File: config.mk
export PLATFORM = sky130hd
export DESIGN_NAME = queue_dispatch
export DESIGN_NICKNAME = d
export VERILOG_FILES = /design/src/rtl/parser_pkg.sv /design/src/rtl/queue_dispatch.sv
export VERILOG_INCLUDE_DIRS = /design/src /design/src/rtl
export SDC_FILE = /design/constraint.sdc
export NUM_CORES = 1
export LEC_CHECK = 0
export BUFFER_PORTS_ARGS = -buffer_cell sky130_fd_sc_hd__buf_2
export CORE_AREA = 2 2 39 41
export CTS_CLUSTER_DIAMETER = 150
export DETAILED_ROUTE_END_ITERATION = 16
export DIE_AREA = 0 0 41 43
export PLACE_DENSITY = 0.36
export SYNTH_ARGS = -nofsm -noshare
export SYNTH_HDL_FRONTEND = slang
export SYNTH_SLANG_ARGS = --single-unit
File: constraint.sdc
create_clock -name axis_clk -period 2.65 [get_ports axis_clk]
set_input_delay 0.265 -clock axis_clk [delete_from_list [all_inputs] [get_ports axis_clk]]
set_output_delay 0.265 -clock axis_clk [all_outputs]
set_load 0.01 [all_outputs]
File: src/rtl/parser_settings.svh
`ifndef PARSER_SETTINGS_SVH
`define PARSER_SETTINGS_SVH

// ============================================================================
// stream widths
// ============================================================================
`define PARSER_DATA_WIDTH   512
`define PARSER_TUSER_WIDTH  128
`define PARSER_VLAN_WIDTH   12

// parse-action table
`define PARSER_ENTRY_WIDTH  160
`define PARSER_TBL_DEPTH    32

// downstream packet queues
`define PARSER_NUM_QUEUES   4

// control packet matching
`define PARSER_MOD_ID       3'd0
`define PARSER_CTRL_FLAG    16'hf2f1

// bit offsets inside a control beat
`define PARSER_FLAG_LSB     320
`define PARSER_MODID_LSB    368
`define PARSER_INDEX_LSB    384

`endif

File: src/rtl/parser_pkg.sv
`include "parser_settings.svh"

package parser_pkg;

	// stream beat fields
	typedef logic [`PARSER_DATA_WIDTH-1:0] axis_data_t;
	typedef logic [`PARSER_TUSER_WIDTH-1:0] axis_tuser_t;
	typedef logic [`PARSER_DATA_WIDTH/8-1:0] axis_tkeep_t;

	// lookup key
	typedef logic [`PARSER_VLAN_WIDTH-1:0] vlan_id_t;

	// one parse-action entry, byte 0 of the control beat on top
	typedef logic [`PARSER_ENTRY_WIDTH-1:0] act_entry_t;

	// table index as carried in the control header byte
	typedef logic [7:0] tbl_index_t;

	// downstream queue number
	typedef logic [$clog2(`PARSER_NUM_QUEUES)-1:0] queue_sel_t;

	// control stream write sequence
	typedef enum logic [1:0] {
		CTRL_IDLE,
		CTRL_WR_FIRST,
		CTRL_WR_MORE
	} ctrl_state_e;

endpackage

File: src/rtl/queue_dispatch.sv
`timescale 1ns/100ps
`include "parser_settings.svh"

module queue_dispatch
	import parser_pkg::*;
(
	input  logic                          axis_clk,
	input  logic                          aresetn,
	input  logic                          s_axis_tvalid,
	input  logic                          s_axis_tlast,
	input  logic [`PARSER_NUM_QUEUES-1:0] m_axis_tready,
	input  logic                          lookup_ready,
	output logic                          s_axis_tready,
	output logic [`PARSER_NUM_QUEUES-1:0] m_axis_tvalid
);

	localparam queue_sel_t LAST_QUEUE = queue_sel_t'(`PARSER_NUM_QUEUES - 1);

	queue_sel_t cur_queue;
	queue_sel_t next_queue;
	logic       beat_xfer;

	// upstream only moves when every queue and the lookup can take it
	assign s_axis_tready = lookup_ready & (&m_axis_tready);
	assign beat_xfer = s_axis_tvalid & s_axis_tready;

	assign next_queue = (cur_queue == LAST_QUEUE) ? '0 : cur_queue + 1'b1;

	// valid steered to the current queue only
	for (genvar q = 0; q < `PARSER_NUM_QUEUES; q++) begin : g_valid
		assign m_axis_tvalid[q] = (cur_queue == queue_sel_t'(q))
			& s_axis_tvalid & m_axis_tready[q];
	end

	// ========================================================================
	// round-robin, one whole packet per queue
	// ========================================================================
	always_ff @(posedge axis_clk or negedge aresetn) begin
		if (!aresetn) begin
			cur_queue <= '0;
		end else if (beat_xfer && s_axis_tlast) begin
			// packet closed, the next one goes to the following queue
			cur_queue <= next_queue;
		end
	end

endmodule

==> Word-level counts from Yosys, hierarchy flattened <==
Cells that the tools add are included.
{ "totals": {"output_inout_bits": 5, "elab_cells": 19, "reg_bits": 2, "in_bits": 9} }
{ "op_classes": {"n_reduce_logical": 3, "n_eq_ne": 3, "n_bitwise": 10, "n_mux": 1, "addsub": 1} }
{ "ops": {"columns": ["cell", "n"], "rows": [
  ["$and A1 B1 Y1", 10],
  ["$eq A2 B2 Y1 const B", 2],
  ["$reduce_and A4 Y1", 1],
  ["$add A2 B1 Y2 const B", 1],
  ["$eq A2 B1 Y1 const B", 1],
  ["$logic_not A2 Y1", 1],
  ["$mux W2", 1],
  ["$logic_and A1 B1 Y1", 1]
]} }

==> Depth between registers and ports, before layout <==
{ "depth": {"depth_word": 4, "depth_mapped": 3} }

==> Worst setup path after synthesis <==
Ideal clock, no wire load.
{ "synth_path": {"path_kind": "flip-flop to flip-flop", "from": "register cur_queue[0]", "to": "register cur_queue[1]", "stages_incl_launch_ff": 4, "arrival_time_ps": 990, "synth_period_minus_slack_ps": 1117, "path_slack_ps": 1533, "setup_time_ps": 128, "path_buffers": 0, "path_cell_list": "dfrtp_1 > inv_1 > ha_1 > mux2_1"} }
{ "synth_via": {"elab_chain_cells": 2, "elab_cells_between_ends": 3, "classes_between": "1 x add/sub; 1 x eq/ne; 1 x mux"} }
{ "synth_rtl": {"columns": ["item", "line", "source"], "rows": [
  ["start: declaration", "queue_dispatch.sv:19", "queue_sel_t cur_queue;"],
  ["start signal: assignment", "queue_dispatch.sv:43", "cur_queue <= next_queue;"],
  ["$add A2 B1 Y2 or $eq A2 B2 Y1 (tied branches)", "queue_dispatch.sv:27", "assign next_queue = (cur_queue == LAST_QUEUE) ? '0 : cur_queue + 1'b1;"],
  ["$mux W2 *", "queue_dispatch.sv:27", null],
  ["net next_queue[1]", "queue_dispatch.sv:20", "queue_sel_t next_queue;"]
]} }
Mark *: on every way through the listed nets, which the timed path passes. The rest lies on a longest branch.
A chain may end at the register's enable or synchronous reset.

==> Worst setup path in the final report <==
{ "layout_path": {"from": "register cur_queue[0]", "to": "output m_axis_tvalid[2]"} }
{ "layout_via": {"elab_chain_cells": 3} }
{ "layout_rtl": {"columns": ["item", "line", "source"], "rows": [
  ["$eq A2 B2 Y1", "queue_dispatch.sv:31", "assign m_axis_tvalid[q] = (cur_queue == queue_sel_t'(q))"],
  ["$and A1 B1 Y1 (2 in series)", "queue_dispatch.sv:32", "& s_axis_tvalid & m_axis_tready[q];"],
  ["end: declaration", "queue_dispatch.sv:14", "output logic [`PARSER_NUM_QUEUES-1:0] m_axis_tvalid"]
]} }
Every way passes these cells.

==> run summary <==
==================================================================================
Status                                                                finished, final reports clean
Max Slew Vio Count                                                               0
Nets in the synthesized netlist                                                 33
Arr. time, crit path                                                       1.19 ns
Number of H-tree levels                                                          1
Number of DRC markers in iteration 0                                             0
I/O Buffers                                                                     13
Period utilisation layout                                                    55.1%
Clock tree buffer depth                                                          2
Row Count                                                                       14
Critical Path RT                                                           2.38 ns
Count of different cell masters after synthesis                                  9
Startpoint types                                                          register
Ordered list of cells on the worst path                               inv_1 -> ha_1 -> and3_1 -> buf_2
Cell area after placement                                                  282 um2
Routed length per instance                                                 9.00 um
Maximum number of pins on one net before global-route repair                     6
Antenna violations before repair                                                 0
All-Layer GR Usage                                                           5.02%
Diode count                                                                      0
Synth area leaders                                                    sky130_fd_sc_hd__dfrtp_1 (25%), sky130_fd_sc_hd__ha_1 (25%), sky130_fd_sc_hd__and3_1 (13%)
Chip height                                                                  43 um
Area Overhead vs Synth                                                       59.9%
Clock tree from TritonCTS                                                      yes
Flip-flop count of the largest register, all copies and words added              2
Clk sinks                                                                        2
Area of the core region                                                   1380 um2
Part of the Yosys area used for sequential elements                          25.5%
Final weighted congestion in routability-driven placement                    0.543
Final instance area                                                        314 um2
Gr ovfl total                                                                    0
Detailed-routing iteration count for the pre-antenna-repair pass                 1
Leakage power                                                             0.191 nW
Cell taking the most area after synthesis                             sky130_fd_sc_hd__dfrtp_1
Number of top-level pins                                                        14
VDD IR max                                                                0.125 mV
Root Driver                                                           sky130_fd_sc_hd__clkbuf_4
Critical path buffers and inverters                                              2
Detailed Route WL                                                           477 um
Crit Path Category                                                         reg2out
Proportion of netlist area held by the largest area contributor              25.5%
Max-slew headroom                                                            88.7%
Hold Fails Final Rpt                                                             0
Post-synthesis instance total                                                   20
Crit-path max FO                                                                 5
Reg clk slew, reported paths                                               0.03 ns
Netlist Area Pre-Place                                                     196 um2
Largest stage delay on the critical path                                   0.39 ns
Synthesized area divided by synthesized cell count                        9.82 um2
Inserted Clock Buffers                                                           3
Routed via count                                                               205
Setup violations, final                                                          0
DRC violations left                                                              0
Wire length of the first global-routing pass                                545 um
Critical path endpoint category                                        output port
Drt via density                                                               3.87
Register containing the most flip-flops in the final layout              cur_queue
Number of cells upsized or downsized after cts                                   0
Starting density of the core                                                 14.2%
Unrepaired setup endpoints after global routing                              false
Tightest Pin Transition                                                   0.169 ns
Max-cap violations                                                               0
Largest registers                                                     cur_queue x2
Layout cells sized above 1                                                   48.6%
Utilization after layout                                                     22.7%
Overall die width                                                            41 um
Warnings from Yosys                                                              0
Path category of the worst min-delay check                                in2async
Cell family contributing the most delay on the critical path            flip-flops
Setup TNS after final layout                                                  0 ns
Total power per unit cell area                                          452 nW/um2
#FFs+latches synth                                                               2
Layout Nets                                                                     52
Vias in the first global route                                                 166
Antenna viol nets, final                                                         0
Minimum clock period                                                       1.46 ns
Critical-path cell with the highest stage delay                       sky130_fd_sc_hd__dfrtp_1
Die area                                                                  1760 um2
Achievable Freq                                                            685 MHz
Final setup skew                                                        0.00185 ns
Worst-skew pair later-pin latency                                          0.22 ns
==================================================================================
## layout make-up
| type | instances | area [um2] |
|---|---|---|
| clock buffers | 3 | 22.5 |
| fillers | 149 | 1070 |
| inverters | 2 | 7.51 |
| multi-input cells | 16 | 139 |
| flip-flops and latches | 2 | 50.0 |
| well taps | 16 | 20.0 |
| repair buffers | 14 | 75.1 |
## worst register-to-register path: cells and delay by family (launching register included)
family / cells / cell delay, ns
fa+ha+maj: 1 / 0.29
buf+inv: 1 / 0.08
flops: 1 / 0.39
mux: 1 / 0.29
## routing by layer
layer,up-vias,share of wire (%),GRT usage [%]
met3,0,15,0
met1,87,38,4.18
met4,0,0,8.00
met2,14,47,7.81
met5,-,0,0
li1,104,-,-
## cell families (layout without fill, tap and decap cells)
family        count (synthesis)  after routing  synth area share [%]
fa+ha+maj                     4              4                  25.5
buf+inv                       2             19                  3.82
flops                         2              2                  25.5
mux                           2              2                  11.5
simple gates                 10             10                  33.8
## cells in the final DEF, fill, tap and decap left out, drive strengths merged
cell type     n
and3          4
buf          13
clkbuf        3
dfrtp         2
dlygate4sd3   1
ha            4
inv           2
mux2          2
nand2         2
nand3         1
nor2          2
nor3          1
## cell usage after synthesis
| library cell | n |
|---|---|
| sky130_fd_sc_hd__and3_1 | 4 |
| sky130_fd_sc_hd__ha_1 | 4 |
| sky130_fd_sc_hd__dfrtp_1 | 2 |
| sky130_fd_sc_hd__inv_1 | 2 |
| sky130_fd_sc_hd__mux2_1 | 2 |
| sky130_fd_sc_hd__nand2_1 | 2 |
| sky130_fd_sc_hd__nor2_1 | 2 |
| sky130_fd_sc_hd__nand3_2 | 1 |
| sky130_fd_sc_hd__nor3_4 | 1 |
## metrics by stage
step	cells	hold slack (ns)	total power, mW	setup WS, ns
after floorplan	20	-0.0306	0.0583	1.53
after global placement	49	0.0488	0.0734	1.44
after detailed placement	49	0.0525	0.0750	1.41
after CTS	53	0.341	0.149	1.17
after global routing	53	0.360	0.156	1.10
final	53	0.354	0.142	1.19
## timing repair
action / 4_1_cts / 5_1_grt
buffers inserted: 0 / 0
hold endpoints to repair: 2 / 0
hold buffers: 1 / 0
## report_power, final
part | internal [mW] | switching, mW | total (mW)
registers | 0.0354 | 0.00519 | 0.0406
logic | 0.0171 | 0.0174 | 0.0345
clock network | 0.0499 | 0.0171 | 0.0670
## path summary, 6_finish.rpt
kind,from,end,slack (ns),depth (start not counted)
hold / removal,aresetn,cur_queue[0],0.35,2
setup / recovery,cur_queue[0],m_axis_tvalid[2],1.19,4
hold reg to reg,cur_queue[1],cur_queue[1],0.55,1
setup reg to reg,cur_queue[0],cur_queue[1],1.47,3
min in group axis_clk,s_axis_tlast,cur_queue[0],0.51,4
max in group asynchronous,aresetn,cur_queue[1],2.20,2
(Power assumes the default switching activity.)
