File: config.mk
export PLATFORM = sky130hd
export DESIGN_NAME = table_write_ctrl
export DESIGN_NICKNAME = d
export VERILOG_FILES = /design/src/rtl/parser_pkg.sv /design/src/rtl/table_write_ctrl.sv
export VERILOG_INCLUDE_DIRS = /design/src /design/src/rtl
export SDC_FILE = /design/constraint.sdc
export NUM_CORES = 1
export LEC_CHECK = 0
export BUFFER_PORTS_ARGS = -buffer_cell sky130_fd_sc_hd__buf_4
export CORE_AREA = 10 10 607 609
export DETAILED_ROUTE_END_ITERATION = 7
export DIE_AREA = 0 0 617 619
export PLACE_DENSITY = 0.3
export RECOVER_POWER = 100
export SYNTH_ARGS = -nofsm -noshare
export SYNTH_HDL_FRONTEND = slang
export SYNTH_SLANG_ARGS = --single-unit
File: constraint.sdc
create_clock -name axis_clk -period 91.3 [get_ports axis_clk]
set_input_delay 9.13 -clock axis_clk [delete_from_list [all_inputs] [get_ports axis_clk]]
set_output_delay 9.13 -clock axis_clk [all_outputs]
set_load 0.02 [all_outputs]
File: src/rtl/parser_settings.svh
`ifndef PARSER_SETTINGS_SVH
`define PARSER_SETTINGS_SVH

// ============================================================================
// stream widths
// ============================================================================
`define PARSER_DATA_WIDTH   512
`define PARSER_TUSER_WIDTH  128
`define PARSER_VLAN_WIDTH   12

// parse-action table
`define PARSER_ENTRY_WIDTH  160
`define PARSER_TBL_DEPTH    32

// downstream packet queues
`define PARSER_NUM_QUEUES   4

// control packet matching
`define PARSER_MOD_ID       3'd0
`define PARSER_CTRL_FLAG    16'hf2f1

// bit offsets inside a control beat
`define PARSER_FLAG_LSB     320
`define PARSER_MODID_LSB    368
`define PARSER_INDEX_LSB    384

`endif

File: src/rtl/parser_pkg.sv
`include "parser_settings.svh"

package parser_pkg;

	// stream beat fields
	typedef logic [`PARSER_DATA_WIDTH-1:0] axis_data_t;
	typedef logic [`PARSER_TUSER_WIDTH-1:0] axis_tuser_t;
	typedef logic [`PARSER_DATA_WIDTH/8-1:0] axis_tkeep_t;

	// lookup key
	typedef logic [`PARSER_VLAN_WIDTH-1:0] vlan_id_t;

	// one parse-action entry, byte 0 of the control beat on top
	typedef logic [`PARSER_ENTRY_WIDTH-1:0] act_entry_t;

	// table index as carried in the control header byte
	typedef logic [7:0] tbl_index_t;

	// downstream queue number
	typedef logic [$clog2(`PARSER_NUM_QUEUES)-1:0] queue_sel_t;

	// control stream write sequence
	typedef enum logic [1:0] {
		CTRL_IDLE,
		CTRL_WR_FIRST,
		CTRL_WR_MORE
	} ctrl_state_e;

endpackage

File: src/rtl/table_write_ctrl.sv
`timescale 1ns/100ps
`include "parser_settings.svh"

module table_write_ctrl
	import parser_pkg::*;
(
	input  logic        axis_clk,
	input  logic        aresetn,

	input  axis_data_t  ctrl_s_axis_tdata,
	input  axis_tuser_t ctrl_s_axis_tuser,
	input  axis_tkeep_t ctrl_s_axis_tkeep,
	input  logic        ctrl_s_axis_tvalid,
	input  logic        ctrl_s_axis_tlast,

	output axis_data_t  ctrl_m_axis_tdata,
	output axis_tuser_t ctrl_m_axis_tuser,
	output axis_tkeep_t ctrl_m_axis_tkeep,
	output logic        ctrl_m_axis_tvalid,
	output logic        ctrl_m_axis_tlast,

	output logic        tbl_wr_en,
	output tbl_index_t  tbl_wr_index,
	output act_entry_t  tbl_wr_entry
);

	localparam int ENTRY_BYTES = `PARSER_ENTRY_WIDTH / 8;

	ctrl_state_e state;
	logic [2:0]  mod_id;
	logic [15:0] ctrl_flag;
	logic        is_header;
	act_entry_t  entry_swapped;

	// header fields, low 3 bits of the module id byte
	assign mod_id = ctrl_s_axis_tdata[`PARSER_MODID_LSB +: 3];
	assign ctrl_flag = ctrl_s_axis_tdata[`PARSER_FLAG_LSB +: 16];
	assign is_header = ctrl_s_axis_tvalid
		&& (mod_id == `PARSER_MOD_ID)
		&& (ctrl_flag == `PARSER_CTRL_FLAG);

	// first bytes of the beat, byte 0 ends up most significant
	always_comb begin
		for (int i = 0; i < ENTRY_BYTES; i++) begin
			entry_swapped[(ENTRY_BYTES-1-i)*8 +: 8] = ctrl_s_axis_tdata[i*8 +: 8];
		end
	end

	// ========================================================================
	// write sequence
	// ========================================================================
	always_ff @(posedge axis_clk or negedge aresetn) begin
		if (!aresetn) begin
			state <= CTRL_IDLE;
			tbl_wr_en <= 1'b0;
			tbl_wr_index <= '0;
			ctrl_m_axis_tvalid <= 1'b0;
		end else begin
			tbl_wr_en <= 1'b0;
			ctrl_m_axis_tvalid <= 1'b0;
			case (state)
				CTRL_IDLE: begin
					if (is_header) begin
						tbl_wr_index <= ctrl_s_axis_tdata[`PARSER_INDEX_LSB +: $bits(tbl_index_t)];
						state <= CTRL_WR_FIRST;
					end else begin
						// not for us, pass on
						ctrl_m_axis_tvalid <= ctrl_s_axis_tvalid;
					end
				end
				CTRL_WR_FIRST: begin
					if (ctrl_s_axis_tvalid) begin
						tbl_wr_en <= 1'b1;
						state <= ctrl_s_axis_tlast ? CTRL_IDLE : CTRL_WR_MORE;
					end
				end
				CTRL_WR_MORE: begin
					if (ctrl_s_axis_tvalid) begin
						tbl_wr_en <= 1'b1;
						tbl_wr_index <= tbl_wr_index + 1'b1;
						if (ctrl_s_axis_tlast) begin
							state <= CTRL_IDLE;
						end
					end
				end
				default: begin
					state <= CTRL_IDLE;
				end
			endcase
		end
	end

	// forwarded beat and entry payload
	always_ff @(posedge axis_clk) begin
		if (state == CTRL_IDLE) begin
			ctrl_m_axis_tdata <= ctrl_s_axis_tdata;
			ctrl_m_axis_tuser <= ctrl_s_axis_tuser;
			ctrl_m_axis_tkeep <= ctrl_s_axis_tkeep;
			ctrl_m_axis_tlast <= ctrl_s_axis_tlast;
		end
		if (state != CTRL_IDLE && ctrl_s_axis_tvalid) begin
			tbl_wr_entry <= entry_swapped;
		end
	end

endmodule

* Word-level counts from Yosys, hierarchy flattened
Cells that the tools add are included.
** Word-level totals
- Input bits :: 708
- Bits in registers :: 877
- Output and inout bits :: 875
- Word-level logic and storage cells :: 40
** Operators by class
- Multiplexer cells :: 13
- $add $sub $neg :: 1
- Reductions and logical operators :: 10
- Equal/unequal tests :: 7
** Operators by type and width (number)
- $eq A16 B16 Y1 const B :: 1
- $mux W8 :: 2
- $pmux W8 S2 :: 1
- $mux W2 :: 5
- $add A8 B1 Y8 const B :: 1
- $ne A2 B2 Y1 const B :: 4
- $pmux W2 S3 :: 1
- $mux W1 :: 4
- $reduce_and A4 Y1 :: 1
- $reduce_bool A2 Y1 :: 2
- $logic_and A1 B1 Y1 :: 3
- $logic_not A3 Y1 :: 1
- $reduce_and A3 Y1 :: 1
- $eq A2 B1 Y1 const B :: 1
- $eq A2 B2 Y1 const B :: 1
- $logic_not A2 Y1 :: 1
- $reduce_or A2 Y1 :: 1

* Logic depth before layout (Yosys ltp)
- Depth in word-level cells :: 5
- Gate-level depth with buffers :: 8
- Mapped depth without buffers :: 7

* Least setup slack after synthesis
OpenSTA, ideal clock, no wires.
- Path type :: reg2reg
- From :: register state[0]
- To :: register tbl_wr_entry[0], enable pin
- Path slack :: 37.565 ns
- Setup time :: 4.746 ns
- Period minus slack after synthesis :: 53.735 ns
- Required time :: 86.554 ns
- Arrival :: 48.990 ns
- Path buffers :: 0
- Stages on the path, launching flop included :: 4
- Path through :: dfrtp_1 > inv_1 > ha_1 > nor2_1
** Between the ends
- Word-level cells in the longest chain between the ends :: 2
** RTL lines
- start, declared :: RTL line table_write_ctrl.sv:29 : ctrl_state_e state;
- start signal, assigned :: RTL line table_write_ctrl.sv:74 : state <= ctrl_s_axis_tlast ? CTRL_IDLE : CTRL_WR_MORE;
- $reduce_bool A2 Y1 :: RTL line table_write_ctrl.sv:101 : if (state != CTRL_IDLE && ctrl_s_axis_tvalid) begin
- $logic_and A1 B1 Y1 :: RTL line table_write_ctrl.sv:101
- end signal, assigned :: RTL line table_write_ctrl.sv:102 : tbl_wr_entry <= entry_swapped;
- end, declared :: RTL line table_write_ctrl.sv:24 : output act_entry_t tbl_wr_entry
Every way passes these cells.
A chain may end at the register's enable or synchronous reset.

* Worst setup path after layout
- From :: input ctrl_s_axis_tvalid
- To :: register tbl_wr_entry[82], enable pin
** Between the ends
- Word-level cells in the longest chain between the ends :: 1
** RTL lines
- start, declared :: RTL line table_write_ctrl.sv:13 : input logic ctrl_s_axis_tvalid,
- $logic_and A1 B1 Y1 :: RTL line table_write_ctrl.sv:101
Every way passes these cells.

==> metrics <==
total power 1.472 mW; synthesized area 0.02683 mm²; sequential element share of the synthesized area 97.92%; dominant cell type by area after synthesis edfxtp_1; Min-Delay Path Class register to register; Crit path required time 91550 ps; worst reg-to-reg path cell count 6; most used cell, CP clkbuf_1; 1st-iter DRT viols 1392; Mean Syn Cell Area 27.92 µm²; slowest stage delay, CP 5240 ps; H-tree levels 3; area of the multi-input gates 489.2 µm²; Tightest Pin Transition 7820 ps; filler instances 40479; Worst-Skew Late Latency 880 ps; GRT overflow 0; final worst path period share 21.02%; final core utilization 12.56%; final setup fails 0; Die W 617 µm; root buffer cell clkbuf_16; Critical Path End Type register; Slew Limit Headroom -421.4%; final worst slack 72110 ps; via count 18603; CTS Buffer Depth 4; setup bufs post-CTS 0; Layout Nets 3390; HPWL Detailed 226.0 mm; failing checks max-capacitance violations, max-slew violations; post-synth top area share 96.80%; clk sink count 877; worst vdd ir 0.00001444 V; Bufs and invs on worst path 4; share of cells above drive strength 1 23.40%; Total GRT Usage 12.83%; pwr/cell area 32.97 mW/mm²; Setup TNS 0 ps; clock transition at the registers of the reported paths 60 ps; Worst R2R End ctrl_m_axis_tdata[167]$_DFFE_PP_; CP Launch Type input pin; post-synthesis register bit count 877; Num CTS Buffers 124; Syn Nets 1673; # Max-Cap Violations 16; area delta synth->final 66.41%; final hold vios 0; ranking of synthesized cells by area edfxtp_1 97%, dfrtp_1 1.1%, nand3_1 0.26%; Routed WL per cell 34.12 µm; CTS tree done; classification of the worst setup path input pin to register; first-pass GRT wire length 302.1 mm; reg2reg setup slack 78360 ps; Initial Util 7.550%; RePlAce Congestion 0.8650; final slew viol count 913; crit-path max FO 105; crit path cell chain clkbuf_1, inv_1, nor2_1, clkbuf_1, clkbuf_1; worst hold start state[0]$_DFFE_PN0P_; Post-DRT Antenna Nets 0; Core ar. 0.3554 mm²; Post-CTS Resized 0; initial antenna violation count 257; Hold Crit Depth 2; storage element area 0.02628 mm²; count of hold-fix buffers inserted at cts 0; status finished, violations left; IO buf count 1582; vias in the first global route 18939; die area 0.3819 mm²; Vias/cell 2.453; Vert. Die Dim 619 µm; Ys Warns 0; delay-heaviest family, CP buffers and inverters; unrepaired setup endpoints after global routing no; io pins 1583; Synth cell types 35; 1st-pass router iterations 4; final wirelength 258.8 mm; synthesized instance count 961; pin count of the biggest net entering global routing 119; slowest CP cell clkbuf_1; Fin Clk Skew 30.91 ps; Hold Path End state[0]$_DFFE_PN0P_; fmax 52.12 MHz; DRC viols 0; Data arrival, critical path 19440 ps; FF-to-FF Start state[0]$_DFFE_PN0P_; leak pwr 14.37 nW; Place WS 79040 ps; min Tclk post-route 19190 ps; # rows 219
layout by cell type (no fill, tap or decap), types with 9 or more instances in the layout:
cell type	netlist	final
nor2_1	9	9
nand3_1	14	15
edfxtp_1	865	865
clkbuf_1	2	1150
clkbuf_16	0	125
clkbuf_4	0	463
bufinv_16	0	15
diode_2	0	56
clkinv_2	0	15
dfrtp_1	12	12
clkinvlp_4	0	13
clkinv_1	0	26
cell usage after synthesis:
library cell and count:
buf_4 1, and4_1 1, and2_1 2, a2111oi_1 1, o31ai_4 1, buf_6 1
nand3_1 14, nor4b_4 1, and3_1 1, and4bb_2 1, dfrtp_1 12, o21ai_0 4
nand3_2 1, o22ai_1 1, a31oi_1 1, nand2b_1 2, a21oi_2 2, or2_2 1
nor3_1 3, inv_1 5, a22oi_1 1, nand4b_1 2, nor2_1 9, nand2_1 4
and4bb_1 1, o21ai_2 1, nand4_1 1, ha_1 4, edfxtp_1 865, a21oi_1 8
mux2i_1 4, a41oi_1 1, clkbuf_1 2, nor3b_1 1, or2_1 1
area by class of cell:
type	instances	share of cell area [%]
inverters	5	0.04203
clock inverters	81	1.875
flip-flops and latches	877	58.84
repair buffers	1595	17.30
well taps	4751	13.31
clock buffers	145	7.218
diodes	56	0.3138
multi-input cells	75	1.096
through the flow:
| stage | cells | cell area (µm²) | hold WS (ps) |
|---|---|---|---|
| after floorplan | 961 | 26830 | 516.4 |
| final | 7585 | 44650 | 588.4 |
| after global routing | 7537 | 44530 | 608.4 |
| after detailed placement | 7303 | 44770 | 577.7 |
| after global placement | 7303 | 44770 | 565.1 |
| after CTS | 7529 | 48830 | 591.2 |
routing by layer:
layer | GRT usage [%] | wire [µm] | share of wire (%)
met5 | 0 | 1076 | 0.42
met4 | 2.229 | 5424 | 2.1
met3 | 10.85 | 45820 | 18
met2 | 20.44 | 116800 | 45
met1 | 13.05 | 89690 | 35
kinds of logic after synthesis:
group	share of synthesized area (%)
AO/OA/AOI/OAI	0.5456
adder cells (fa/ha/maj)	0.1865
buffers and inverters	0.1679
flip-flops	97.92
multiplexers	0.1492
AND/OR/NAND/NOR	1.031
worst max-delay path by stage:
stage,end,depth (start not counted),startpoint
after global routing,tbl_wr_entry[63]$_DFFE_PP_,5,ctrl_s_axis_tvalid
after detailed placement,tbl_wr_entry[118]$_DFFE_PP_,5,ctrl_s_axis_tvalid
after floorplan,tbl_wr_entry[0]$_DFFE_PP_,3,state[0]$_DFFE_PN0P_
final,tbl_wr_entry[82]$_DFFE_PP_,5,ctrl_s_axis_tvalid
after CTS,tbl_wr_entry[82]$_DFFE_PP_,5,ctrl_s_axis_tvalid
after global placement,tbl_wr_entry[21]$_DFFE_PP_,5,ctrl_s_axis_tvalid
report_power, final:
part | total [mW] | switching, mW | leakage, nW | internal, mW
sequential | 0.621 | 0.0396 | 8.79 | 0.581
clock | 0.503 | 0.209 | 1.95 | 0.293
combinational | 0.349 | 0.300 | 3.64 | 0.0494
total | 1.47 | 0.549 | 14.4 | 0.924
sequential cells by signal, indices dropped and copies added (netlist names):
register and flops:
ctrl_m_axis_tvalid 1, ctrl_m_axis_tuser 128, ctrl_m_axis_tlast 1, tbl_wr_index 8, tbl_wr_en 1, ctrl_m_axis_tkeep 64
tbl_wr_entry 160, ctrl_m_axis_tdata 512, state 2
worst min-delay path: cells and delay by family (launching register included):
family / cells / cell delay (ps)
compound gates: 2 / 160
flops: 1 / 380
(Power assumes the default switching activity.)
